**config.mk**
```make
export PLATFORM = sky130hd
export DESIGN_NAME = wide_read_scheduler
export DESIGN_NICKNAME = d
export VERILOG_FILES = /design/src/chunk_pkg.sv /design/src/tick_pkg.sv /design/src/chunk_builder.sv /design/src/show_ahead_fifo.sv /design/src/tick_scheduler.sv /design/src/wide_read_scheduler.sv
export VERILOG_INCLUDE_DIRS = /design/src /design/src/src
export SDC_FILE = /design/constraint.sdc
export NUM_CORES = 1
export LEC_CHECK = 0
export CAP_MARGIN = 20
export CORE_MARGIN = 2
export CORE_UTILIZATION = 57
export CTS_CLUSTER_SIZE = 24
export DETAILED_ROUTE_END_ITERATION = 8
export DONT_BUFFER_PORTS = 1
export GPL_ROUTABILITY_DRIVEN = 0
export PLACE_DENSITY_LB_ADDON = 0.15
export SETUP_SLACK_MARGIN = 0.1
export SLEW_MARGIN = 20
export SYNTH_ARGS = -nofsm -noshare
export SYNTH_HDL_FRONTEND = slang
export SYNTH_SLANG_ARGS = --single-unit
```
**constraint.sdc**
```tcl
create_clock -name clk -period 2.6 [get_ports clk]
set_input_delay 0.39 -clock clk [delete_from_list [all_inputs] [get_ports clk]]
set_output_delay 0.39 -clock clk [all_outputs]
set_load 0.02 [all_outputs]
```
**src/sched_consts.svh**
```systemverilog
// constants of the word-count read scheduler for lanes, chunk size, widths and FIFO depth
`ifndef SCHED_CONSTS_SVH
`define SCHED_CONSTS_SVH

// words moved per cycle on the write side and on the read side
`define SCHED_LANES 8

// words in one full, non-EOP chunk
`define SCHED_CHUNK_WORDS 16

// width of a per-cycle word count and of an EOP position
// holds 0 to 8
`define SCHED_CNT_W 4

// width of a chunk word count
// an EOP chunk carries up to 15 pending words plus 8 new ones
`define SCHED_CHUNK_W 5

// descriptor entries in the show-ahead FIFO
// small on purpose so that back-pressure reaches overflow quickly
`define SCHED_FIFO_DEPTH 16

`endif

```
**src/chunk_pkg.sv**
```systemverilog
// chunk package with the descriptor type passed from the chunk builder to the tick scheduler
`include "sched_consts.svh"

package chunk_pkg;

        //////////////////////////////
        // chunk descriptor
        //////////////////////////////

        // one entry of the descriptor FIFO
        // eop set marks a chunk that closes a packet, count is then 1 to 23
        // eop clear marks a full chunk, count is then always 16
        typedef struct packed {
                logic                      eop;
                logic [`SCHED_CHUNK_W-1:0] count;
        } chunk_desc_t;

endpackage

```
**src/tick_pkg.sv**
```systemverilog
// tick package with the state encoding of the read-side tick scheduler
package tick_pkg;

        //////////////////////////////
        // tick FSM states
        //////////////////////////////

        // a tick state names the tick currently shown on the read outputs
        // idle means nothing is playing
        // a chunk never needs more than three ticks
        typedef enum logic [1:0] {
                st_idle  = 2'b00,
                st_tick1 = 2'b01,
                st_tick2 = 2'b10,
                st_tick3 = 2'b11
        } tick_state_t;

endpackage

```
**src/chunk_builder.sv**
```systemverilog
// chunk builder that groups per-cycle write counts into full and EOP chunk descriptors
`include "sched_consts.svh"

module chunk_builder (
        input  logic                    clk,
        input  logic                    rst_n,
        input  logic [`SCHED_CNT_W-1:0] wr_num_valid,
        input  logic [`SCHED_CNT_W-1:0] wr_eop_position,
        input  logic                    fifo_full,
        output logic                    desc_push,
        output chunk_pkg::chunk_desc_t  desc,
        output logic                    wr_overflow
);

localparam int cnt_w = `SCHED_CNT_W;
localparam int chunk_w = `SCHED_CHUNK_W;
localparam int chunk_words = `SCHED_CHUNK_WORDS;

// words of the open chunk, always below 16
logic [cnt_w-1:0]       pending;
logic [cnt_w-1:0]       pending_nx;
logic [chunk_w-1:0]     fill_sum;
logic [chunk_w-1:0]     eop_sum;
logic                   has_eop;
logic                   push_nx;
chunk_pkg::chunk_desc_t desc_nx;

//////////////////////////////
// chunking rule
//////////////////////////////

always_comb begin
        has_eop  = |wr_eop_position;
        // open chunk plus everything that arrived this cycle
        fill_sum = chunk_w'(pending) + chunk_w'(wr_num_valid);
        // open chunk up to and including the EOP word
        eop_sum  = chunk_w'(pending) + chunk_w'(wr_eop_position);

        push_nx       = 1'b0;
        desc_nx.eop   = has_eop;
        desc_nx.count = eop_sum;
        pending_nx    = cnt_w'(fill_sum);

        if (has_eop) begin
                // EOP closes the chunk at 1 to 23 words
                push_nx    = 1'b1;
                // words after the EOP open the next packet
                pending_nx = wr_num_valid - wr_eop_position;
        end else if (fill_sum >= chunk_w'(chunk_words)) begin
                push_nx       = 1'b1;
                desc_nx.count = chunk_w'(chunk_words);
                // carry the spill into the next chunk
                pending_nx    = cnt_w'(fill_sum - chunk_w'(chunk_words));
        end
end

always_ff @(posedge clk or negedge rst_n) begin
        if (!rst_n) begin
                pending     <= '0;
                desc_push   <= 1'b0;
                wr_overflow <= 1'b0;
        end else begin
                pending   <= pending_nx;
                desc_push <= push_nx;
                // sticky, only reset clears it
                if (desc_push && fifo_full) begin
                        wr_overflow <= 1'b1;
                end
        end
end

// descriptor payload, only meaningful with desc_push
always_ff @(posedge clk) begin
        if (push_nx) begin
                desc <= desc_nx;
        end
end

endmodule

```
**src/show_ahead_fifo.sv**
```systemverilog
// show-ahead FIFO that holds any payload type and presents its head entry without a read cycle
`include "sched_consts.svh"

module show_ahead_fifo #(
        parameter type payload_t = logic [7:0],
        parameter int  depth     = `SCHED_FIFO_DEPTH
) (
        input  logic     clk,
        input  logic     rst_n,
        input  logic     push,
        input  payload_t wdata,
        input  logic     pop,
        output payload_t rdata,
        output logic     full,
        output logic     empty
);

localparam int ptr_w = (depth > 1) ? $clog2(depth) : 1;
localparam int used_w = $clog2(depth + 1);

// storage ring, payload only
payload_t mem [depth];

logic [ptr_w-1:0]  wr_ptr;
logic [ptr_w-1:0]  rd_ptr;
logic [used_w-1:0] used;
logic              do_push;
logic              do_pop;

// pointer step with wrap at the last entry
// works for depths that are not a power of two
function automatic logic [ptr_w-1:0] ptr_inc(input logic [ptr_w-1:0] p);
        if (p == ptr_w'(depth - 1)) begin
                return '0;
        end else begin
                return p + 1'b1;
        end
endfunction

assign full  = (used == used_w'(depth));
assign empty = (used == '0);

// a push into a full FIFO is lost here
assign do_push = push && !full;
assign do_pop  = pop && !empty;

// head entry straight from the array
assign rdata = mem[rd_ptr];

always_ff @(posedge clk) begin
        if (do_push) begin
                mem[wr_ptr] <= wdata;
        end
end

//////////////////////////////
// pointers and occupancy
//////////////////////////////

always_ff @(posedge clk or negedge rst_n) begin
        if (!rst_n) begin
                wr_ptr <= '0;
                rd_ptr <= '0;
                used   <= '0;
        end else begin
                if (do_push) begin
                        wr_ptr <= ptr_inc(wr_ptr);
                end
                if (do_pop) begin
                        rd_ptr <= ptr_inc(rd_ptr);
                end
                // push and pop together leave the count alone
                case ({do_push, do_pop})
                2'b10:   used <= used + 1'b1;
                2'b01:   used <= used - 1'b1;
                default: used <= used;
                endcase
        end
end

endmodule

```
**src/tick_scheduler.sv**
```systemverilog
// tick scheduler that plays chunk descriptors out as read counts of at most eight words
`include "sched_consts.svh"

module tick_scheduler (
        input  logic                    clk,
        input  logic                    rst_n,
        input  logic                    rd_en,
        input  chunk_pkg::chunk_desc_t  head,
        input  logic                    fifo_empty,
        output logic                    pop,
        output logic [`SCHED_CNT_W-1:0] rd_num_valid,
        output logic                    rd_eop
);

localparam int cnt_w = `SCHED_CNT_W;
localparam int chunk_w = `SCHED_CHUNK_W;
localparam int lanes = `SCHED_LANES;

tick_pkg::tick_state_t state;
tick_pkg::tick_state_t state_nx;

// words of the playing chunk not yet put on the outputs
logic [chunk_w-1:0] left;
logic [chunk_w-1:0] left_nx;
// eop flag of the playing chunk
logic               eop_q;
logic               eop_nx;
// source of the next tick, head on a load, left otherwise
logic [chunk_w-1:0] src_cnt;
logic               src_eop;
logic [chunk_w-1:0] tick_cnt;
logic               load;
logic               advance;
logic [cnt_w-1:0]   num_nx;
logic               rd_eop_nx;

//////////////////////////////
// load decision
//////////////////////////////

// load when idle or when the tick on the outputs is the chunk's last
always_comb begin
        case (state)
        tick_pkg::st_idle:  load = 1'b1;
        // 23 words at most, so a third tick is always final
        tick_pkg::st_tick3: load = 1'b1;
        default:            load = (left == '0);
        endcase
end

// a tick goes out unless stalled or nothing is waiting
assign advance = rd_en && !(load && fifo_empty);

// pop only on a load that really happens
assign pop = advance && load;

//////////////////////////////
// next tick
//////////////////////////////

always_comb begin
        src_cnt   = load ? head.count : left;
        src_eop   = load ? head.eop : eop_q;
        // min of lanes and the words still to play
        tick_cnt  = (src_cnt > chunk_w'(lanes)) ? chunk_w'(lanes) : src_cnt;

        state_nx  = state;
        left_nx   = left;
        eop_nx    = eop_q;
        num_nx    = '0;
        rd_eop_nx = 1'b0;

        if (advance) begin
                num_nx    = cnt_w'(tick_cnt);
                left_nx   = src_cnt - tick_cnt;
                eop_nx    = src_eop;
                // eop rides on the tick that empties an EOP chunk
                rd_eop_nx = src_eop && (left_nx == '0);
                if (load) begin
                        state_nx = tick_pkg::st_tick1;
                end else if (state == tick_pkg::st_tick1) begin
                        state_nx = tick_pkg::st_tick2;
                end else begin
                        state_nx = tick_pkg::st_tick3;
                end
        end else if (rd_en) begin
                // last tick shown and the FIFO ran dry
                state_nx = tick_pkg::st_idle;
        end
        // rd_en low keeps everything and shows no words
end

always_ff @(posedge clk or negedge rst_n) begin
        if (!rst_n) begin
                state        <= tick_pkg::st_idle;
                left         <= '0;
                eop_q        <= 1'b0;
                rd_num_valid <= '0;
                rd_eop       <= 1'b0;
        end else begin
                state        <= state_nx;
                left         <= left_nx;
                eop_q        <= eop_nx;
                rd_num_valid <= num_nx;
                rd_eop       <= rd_eop_nx;
        end
end

endmodule

```
**src/wide_read_scheduler.sv**
```systemverilog
// wide read scheduler top that chains chunk builder, descriptor FIFO and tick scheduler
`include "sched_consts.svh"

module wide_read_scheduler (
        input  logic                    clk,
        input  logic                    rst_n,
        input  logic [`SCHED_CNT_W-1:0] wr_num_valid,
        input  logic [`SCHED_CNT_W-1:0] wr_eop_position,
        input  logic                    rd_en,
        output logic [`SCHED_CNT_W-1:0] rd_num_valid,
        output logic                    rd_eop,
        output logic                    wr_overflow
);

// builder to FIFO
logic                   desc_push;
chunk_pkg::chunk_desc_t desc;
logic                   fifo_full;

// FIFO to scheduler
chunk_pkg::chunk_desc_t head;
logic                   fifo_empty;
logic                   pop;

//////////////////////////////
// write side
//////////////////////////////

chunk_builder chunk_builder_i (
        .clk             (clk),
        .rst_n           (rst_n),
        .wr_num_valid    (wr_num_valid),
        .wr_eop_position (wr_eop_position),
        .fifo_full       (fifo_full),
        .desc_push       (desc_push),
        .desc            (desc),
        .wr_overflow     (wr_overflow)
);

// descriptor buffer between the two clock-aligned sides
show_ahead_fifo #(
        .payload_t (chunk_pkg::chunk_desc_t),
        .depth     (`SCHED_FIFO_DEPTH)
) desc_fifo_i (
        .clk   (clk),
        .rst_n (rst_n),
        .push  (desc_push),
        .wdata (desc),
        .pop   (pop),
        .rdata (head),
        .full  (fifo_full),
        .empty (fifo_empty)
);

//////////////////////////////
// read side
//////////////////////////////

tick_scheduler tick_scheduler_i (
        .clk          (clk),
        .rst_n        (rst_n),
        .rd_en        (rd_en),
        .head         (head),
        .fifo_empty   (fifo_empty),
        .pop          (pop),
        .rd_num_valid (rd_num_valid),
        .rd_eop       (rd_eop)
);

endmodule

```
; After elaboration in Yosys (flattened, before gate mapping)
; Memory sizes are Yosys's and may differ from the RTL's.
; Index checks and enable logic that the tools add are counted.
[totals]
ff_bits = 38
ramBits = 96
input_bits = 11
out_inout_bits = 6
elab_cells = 71
mem_count = 1
[classes]
addsub = 9
order_cmp = 2
n_eq_ne = 7
muxes = 21
n_reduce_logical = 18
[memory_table]
columns = memory, depth, width, read_ports, rd_ports_with_merged_regs, write_ports, line_no
row1 = desc_fifo_i.mem, 16, 6, 1, 0, 1, show_ahead_fifo.sv:22  ; payload_t mem [depth];
[ops]
columns = op, count
row1 = two-way mux 4 bit, 5
row2 = two-way mux 5 bit, 4
row3 = logical NOT 5 bit, 3
row4 = adder 4 x 4 -> 5 bit, 2
row5 = case mux 5 bit (2 select lines), 1
row6 = adder 4 x 1 -> 4 bit (second input constant), 2
row7 = equality test 4 bit (second input constant), 2
row8 = two-way mux 1 bit, 8
row9 = logical AND 1 bit, 7
row10 = two-way mux 2 bit, 3
row11 = adder 5 x 1 -> 5 bit (second input constant), 1
row12 = equality test 5 bit (second input constant), 1
row13 = greater-or-equal comparator 5 bit (second input constant), 1
row14 = > comparator 5 x 4 -> 1 bit (second input constant), 1
row15 = subtractor 5 x 1 -> 5 bit (second input constant), 1
row16 = subtractor 5 bit, 1
row17 = equality test 2 x 1 -> 1 bit (second input constant), 2
row18 = equality test 2 bit (second input constant), 2
row19 = nonzero test 2 bit, 2
row20 = OR reduction 4 bit, 1
row21 = subtractor 4 x 1 -> 4 bit (second input constant), 1
row22 = subtractor 4 bit, 1
row23 = logical NOT 1 bit, 3
row24 = logical NOT 2 bit, 1
row25 = OR reduction 2 bit, 1

; Depth between registers and ports, before layout
[logic_depth]
depth_word = 10
ltp_mapped = 14
ltp_nobuf = 13

; Cells and area by module
; A second synthesis with hierarchy kept.
[unflattened]
hier_cells = 411
hier_area_um2 = 6092.1
[modules_own_cells]
columns = mod, instances, cells_each, area_each_um2, seq_area_each_um2
row1 = show_ahead_fifo, 1, 271, 4550.6, 3208.1
row2 = chunk_builder, 1, 68, 807.0, 330.3
row3 = tick_scheduler, 1, 72, 734.5, 325.3

; Worst setup path before layout
; Ideal clock, no wire load.
[synth_timing]
path_kind = register -> register
from = register desc_fifo_i.used[0]
to = register desc_fifo_i.used[4]
setup_ps = 123
arrival_time_ps = 2457
slack_ps = 20
path_stages_with_launch = 15
path_buffers = 1
period_less_slack_ps = 2580
path_cell_list = dfrtp_1 nor4_1 nand2_1 and2_1 clkbuf_1 inv_1 ha_1 inv_1 fa_1 inv_1 a21o_1 a21oi_1 xnor2_1 nor2_1 xnor2_1
[synth_between]
elab_chain_len = 8
word_cells_on_any_way = 16
classes_between = add/sub: 2 / eq/ne: 3 / mux: 1 / reduce/logical: 10
[synth_lines]
columns = element, line_no
row1 = from (decl), show_ahead_fifo.sv:26  ; logic [used_w-1:0] used;
row2 = from (signal assigned), show_ahead_fifo.sv:74  ; 2'b10: used <= used + 1'b1;
row3 = from (signal assigned), show_ahead_fifo.sv:75  ; 2'b01: used <= used - 1'b1;
row4 = from (signal assigned), show_ahead_fifo.sv:76  ; default: used <= used;
row5 = logical NOT 5 bit, show_ahead_fifo.sv:41  ; assign empty = (used == '0);
row6 = logical AND 1 bit, tick_scheduler.sv:52  ; assign advance = rd_en && !(load && fifo_empty);
row7 = logical NOT 1 bit, tick_scheduler.sv:52
row8 = logical AND 1 bit, tick_scheduler.sv:52
row9 = logical AND 1 bit, tick_scheduler.sv:55  ; assign pop = advance && load;
row10 = logical AND 1 bit, show_ahead_fifo.sv:45  ; assign do_pop = pop && !empty;
row11 = equality test 2 x 1 -> 1 bit / equality test 2 bit (equally long branches), show_ahead_fifo.sv:73  ; case ({do_push, do_pop})
row12 = case mux 5 bit (2 select lines) / nonzero test 2 bit (equally long branches), -
; Several ways; a longest one is shown, not always the timed one.
; A chain may end at the register's enable or synchronous reset.

; Worst setup path in the final report
[layout_timing]
from = register desc_fifo_i.rd_ptr[0]
to = register tick_scheduler_i.rd_eop
[layout_between]
elab_chain_len = 8
word_cells_on_any_way = 9
classes_between = add/sub: 1 / order compare: 1 / mux: 4 / reduce/logical: 2 / memory: 1
[layout_lines]
columns = element, line_no
row1 = from (decl), show_ahead_fifo.sv:25  ; logic [ptr_w-1:0] rd_ptr;
row2 = from (signal assigned), show_ahead_fifo.sv:70  ; rd_ptr <= ptr_inc(rd_ptr);
row3 = memory read (16 x 6 bit) (*), -
row4 = two-way mux 5 bit, tick_scheduler.sv:62  ; src_cnt = load ? head.count : left;
row5 = > comparator 5 x 4 -> 1 bit, tick_scheduler.sv:65  ; tick_cnt = (src_cnt > chunk_w'(lanes)) ? chunk_w'(lanes) : src_cnt;
row6 = two-way mux 5 bit, tick_scheduler.sv:65
row7 = subtractor 5 bit, tick_scheduler.sv:75  ; left_nx = src_cnt - tick_cnt;
row8 = logical NOT 5 bit, tick_scheduler.sv:78  ; rd_eop_nx = src_eop && (left_nx == '0);
row9 = logical AND 1 bit (*), tick_scheduler.sv:78
row10 = two-way mux 1 bit (*), tick_scheduler.sv:73  ; if (advance) begin
row11 = via tick_scheduler_i.rd_eop_nx, tick_scheduler.sv:35  ; logic rd_eop_nx;
row12 = to (signal assigned), tick_scheduler.sv:105  ; rd_eop <= rd_eop_nx;
row13 = to (decl), tick_scheduler.sv:12  ; output logic rd_eop
; Mark *: on every way through the listed nets, which the timed path passes. The rest lies on a longest branch.

==> metrics.txt <==
outcome complete, no violations; Fin Setup TNS 0 ps; CP max stage cell mux4_1; Worst Setup EP tick_scheduler_i.rd_eop; Reg clk slew, reported paths around 60 ps; CP bufs+invs 3; clk sinks between 100 and 150; initial antenna violation count 0; Logic pwr share 39.2%; Synth Area in Adders approximately 5.9%; Internal Power a little under 6 mW; main combinational cell family by area after synthesis multiplexers; Ports 17; Worst EP arrival about 2900 ps; pwr/cell area about 1300 mW/mm^2; final hold slack 30.7 ps; Synth Instances 388; first-pass GRT wire length ~18000 um; syn avg cell area 15.4 um^2; multiplexer share of the synthesized area 12.0%; Main synth FF type edfxtp_1; Post-synth EDFFs 102; delay-heaviest family, CP multiplexers; via/cell ratio between 5 and 6; sw frac a little over a third; hpwl dp 7950 um; crit-path cells buf_4, buf_8, mux4_1, mux4_2, mux2_4, clkinv_2, a21oi_2, nor3_2; max incr delay on CP 540 ps; standard-cell rows 37; CTS tree built; Tot GR Track Use between 20% and 30%; CP Class register to register; Max-slew headroom about 41%; complex-gate fraction of the synthesized area roughly 6%; total number of vias approximately 3400; RSZ-0062 raised after global routing true; CP Launch Point desc_fifo_i.rd_ptr[0]; clk_skew 10.1 ps; CTS buffer count 17; post-synthesis cell type count 48; Clock Tree Buf Depth 2; worst reg2reg path endpoint tick_scheduler_i.rd_eop; syn nets about 430; post-placement cell count roughly 540; static leakage around 2.6 nW; Hold Vio Cnt, Final 0; Worst EP required between 3000 and 4000 ps; DR pass1 iterations 6; Yosys reg bits roughly 130; sequential share of power a little under two fifths; VDD IR max 0.000660 V; CP Depth 8; HP Class input port to register; port bufs 0; xor/xnor cell area share of the yosys netlist between 2 and 2.5%; Initial Util 58.2%; flop2flop setup slack 180 ps; antenna fix cells 0; Async SR Flop Fraction between 20% and 30%; Setup-failing EPs final 0; max frequency 0.412 GHz; Setup crit start kind register; DRC 0; Root Driver clkbuf_8; worst slew pin tran roughly 870 ps; core area between 0.01 and 0.015 mm^2; Net Sw Power between 3 and 4 mW; Critical Path End Type register; Max Cap Viol 0; ANT nets after route 0; synth warn 0; Clock power frac 22.7%; Final Core Density 68.1%; Seq/Total Area, Yosys between 60% and 70%; DIE WIDTH 106 um; Layout area overhead 17.0%; fin crit period ~2400 ps; crit share post-route 93.3%; grt ovf 0; R2R depth 8; vias in the first global route roughly 3500; WL final between 10000 and 15000 um; worst r2r src desc_fifo_i.rd_ptr[0]; Worst Path Max Fanout 8; chip height between 100 and 150 um; fin. max-slew vios 0; Post-layout nets 468; Skew-Pair Late Insertion Delay 530 ps; routed len/inst 20.3 um; DRT iter0 DRCs 284; die area roughly 0.011 mm^2; final std cells w/o fill between 500 and 600; layout cells sized above 1 between 20% and 30%; Fillers slightly above 700; H-tree levels 4; synthesized cell area about 0.0060 mm^2; largest net degree at the start of global routing 33; Synth Area in Simple Gates 6.44%
[synthesized netlist by cell type (2+ instances only)]
library cell | n | area share, %
a21o_1 | 11 | 1.4
nor2b_1 | 6 | 0.63
nor3_1 | 7 | 0.59
a21oi_1 | 14 | 1.2
ha_1 | 22 | 4.6
mux2i_1 | 12 | 2.0
inv_1 | 17 | 1.1
mux4_2 | 13 | 4.9
clkbuf_1 | 4 | 0.25
edfxtp_1 | 102 | 51
buf_2 | 5 | 0.42
dfrtp_1 | 32 | 13
a31oi_1 | 2 | 0.21
a211o_1 | 2 | 0.29
nand3_1 | 6 | 0.50
xor2_1 | 6 | 0.88
a211oi_1 | 2 | 0.25
o21ai_0 | 10 | 0.84
nor2_1 | 24 | 1.5
mux4_1 | 8 | 3.5
nor3b_1 | 2 | 0.25
nand2_1 | 28 | 1.8
nand2b_1 | 3 | 0.31
buf_6 | 3 | 0.56
mux2_2 | 7 | 1.3
o221ai_2 | 2 | 0.50
fa_1 | 4 | 1.3
nor4_1 | 5 | 0.52
o31ai_1 | 3 | 0.38
xnor2_1 | 8 | 1.2
[layout by cell type, fill, tap and decap left out, drive strengths merged, types with 3 or more instances in the layout]
cell | synthesis | routed
xor2 | 6 | 6
nor2b | 6 | 6
mux2 | 8 | 8
nand2b | 3 | 3
clkbuf | 4 | 19
nor2 | 24 | 24
mux4 | 21 | 21
o21ai | 10 | 10
nor4 | 5 | 5
a21o | 11 | 11
clkinv | 2 | 8
a21oi | 15 | 15
nand3 | 6 | 6
o31ai | 3 | 3
inv | 18 | 20
nor3 | 8 | 8
fa | 4 | 4
buf | 10 | 35
mux2i | 12 | 12
clkinvlp | 0 | 5
nand2 | 28 | 28
edfxtp | 102 | 102
dfrtp | 32 | 32
xnor2 | 8 | 8
ha | 22 | 22
[power by group through the flow]
stage,Clock (mW),Sequential (mW),Combinational [mW]
6_report,2.05,3.44,3.54
5_1_grt,2.18,3.51,3.88
4_1_cts,2.07,3.43,3.24
3_5_place_dp,0,3.45,3.14
3_3_place_gp,0,3.42,3.07
2_1_floorplan,0,3.25,2.35
[timing repair]
item / in CTS / in global routing
setup endpoints to repair: 3 / 3
endpoints found under the hold margin: 33 / 0
resized for setup: 4 / 30
buffers inserted: 1 / 8
hold buffers: 3 / 0
pin swaps: 1 / 14
[stage by stage]
stage | setup slack (ps) | total power, mW | area, um^2
2_1_floorplan | 105 | 5.60 | 6000
3_3_place_gp | 125 | 6.49 | 6270
3_5_place_dp | 35.6 | 6.59 | 6270
4_1_cts | 114 | 8.74 | 6850
5_1_grt | 52.1 | 9.56 | 7000
6_report | 175 | 9.03 | 7000
[routing by layer]
metal	up-vias	GRT usage (%)	part of all wire, %
met3	16	6.44	4.3
met2	87	37.0	52
met5	-	0	0
met1	1701	28.6	42
met4	0	7.70	1.7
li1	1549	-	-
[kinds of logic (layout without fill, tap and decap cells)]
kind of cell | Yosys count | in the layout
AOI/OAI and AO/OA | 54 | 54
xor gates and xnor gates | 14 | 14
adders and majority gates | 26 | 26
buffers and inverters | 34 | 89
DFF | 134 | 134
muxes | 41 | 41
other | 1 | 1
and+or+nand+nor | 84 | 84
[area by class of cell]
class	instances	area [um^2]	area share, %
tap	136	170	2.43
multi-input combinational	220	2070	29.5
sequential	134	3870	55.2
clock buffer	18	418	5.97
timing repair buffer	38	319	4.56
clock inverter	13	85.1	1.21
inverter	20	78.8	1.13
[flip-flops by register name, summed over array words and instances, names as in the netlist]
register,count
desc_fifo_i.mem,96
chunk_builder_i.desc,6
desc_fifo_i.used,5
tick_scheduler_i.left,5
chunk_builder_i.pending,4
desc_fifo_i.rd_ptr,4
desc_fifo_i.wr_ptr,4
tick_scheduler_i.rd_num_valid,4
tick_scheduler_i.state,2
chunk_builder_i.desc_push,1
chunk_builder_i.wr_overflow,1
tick_scheduler_i.eop_q,1
tick_scheduler_i.rd_eop,1
[worst min-delay path by stage]
stage | to | start | cells past startpoint
floorplan | chunk_builder_i.desc_push | rst_n | 0
global placement | desc_fifo_i.rd_ptr[1] | rst_n | 0
detailed placement | desc_fifo_i.rd_ptr[1] | rst_n | 0
CTS | tick_scheduler_i.state[1] | rd_en | 2
global route | tick_scheduler_i.state[1] | rd_en | 2
finish | tick_scheduler_i.state[1] | rd_en | 2
No activity file was read; power rests on OpenSTA's default activity.
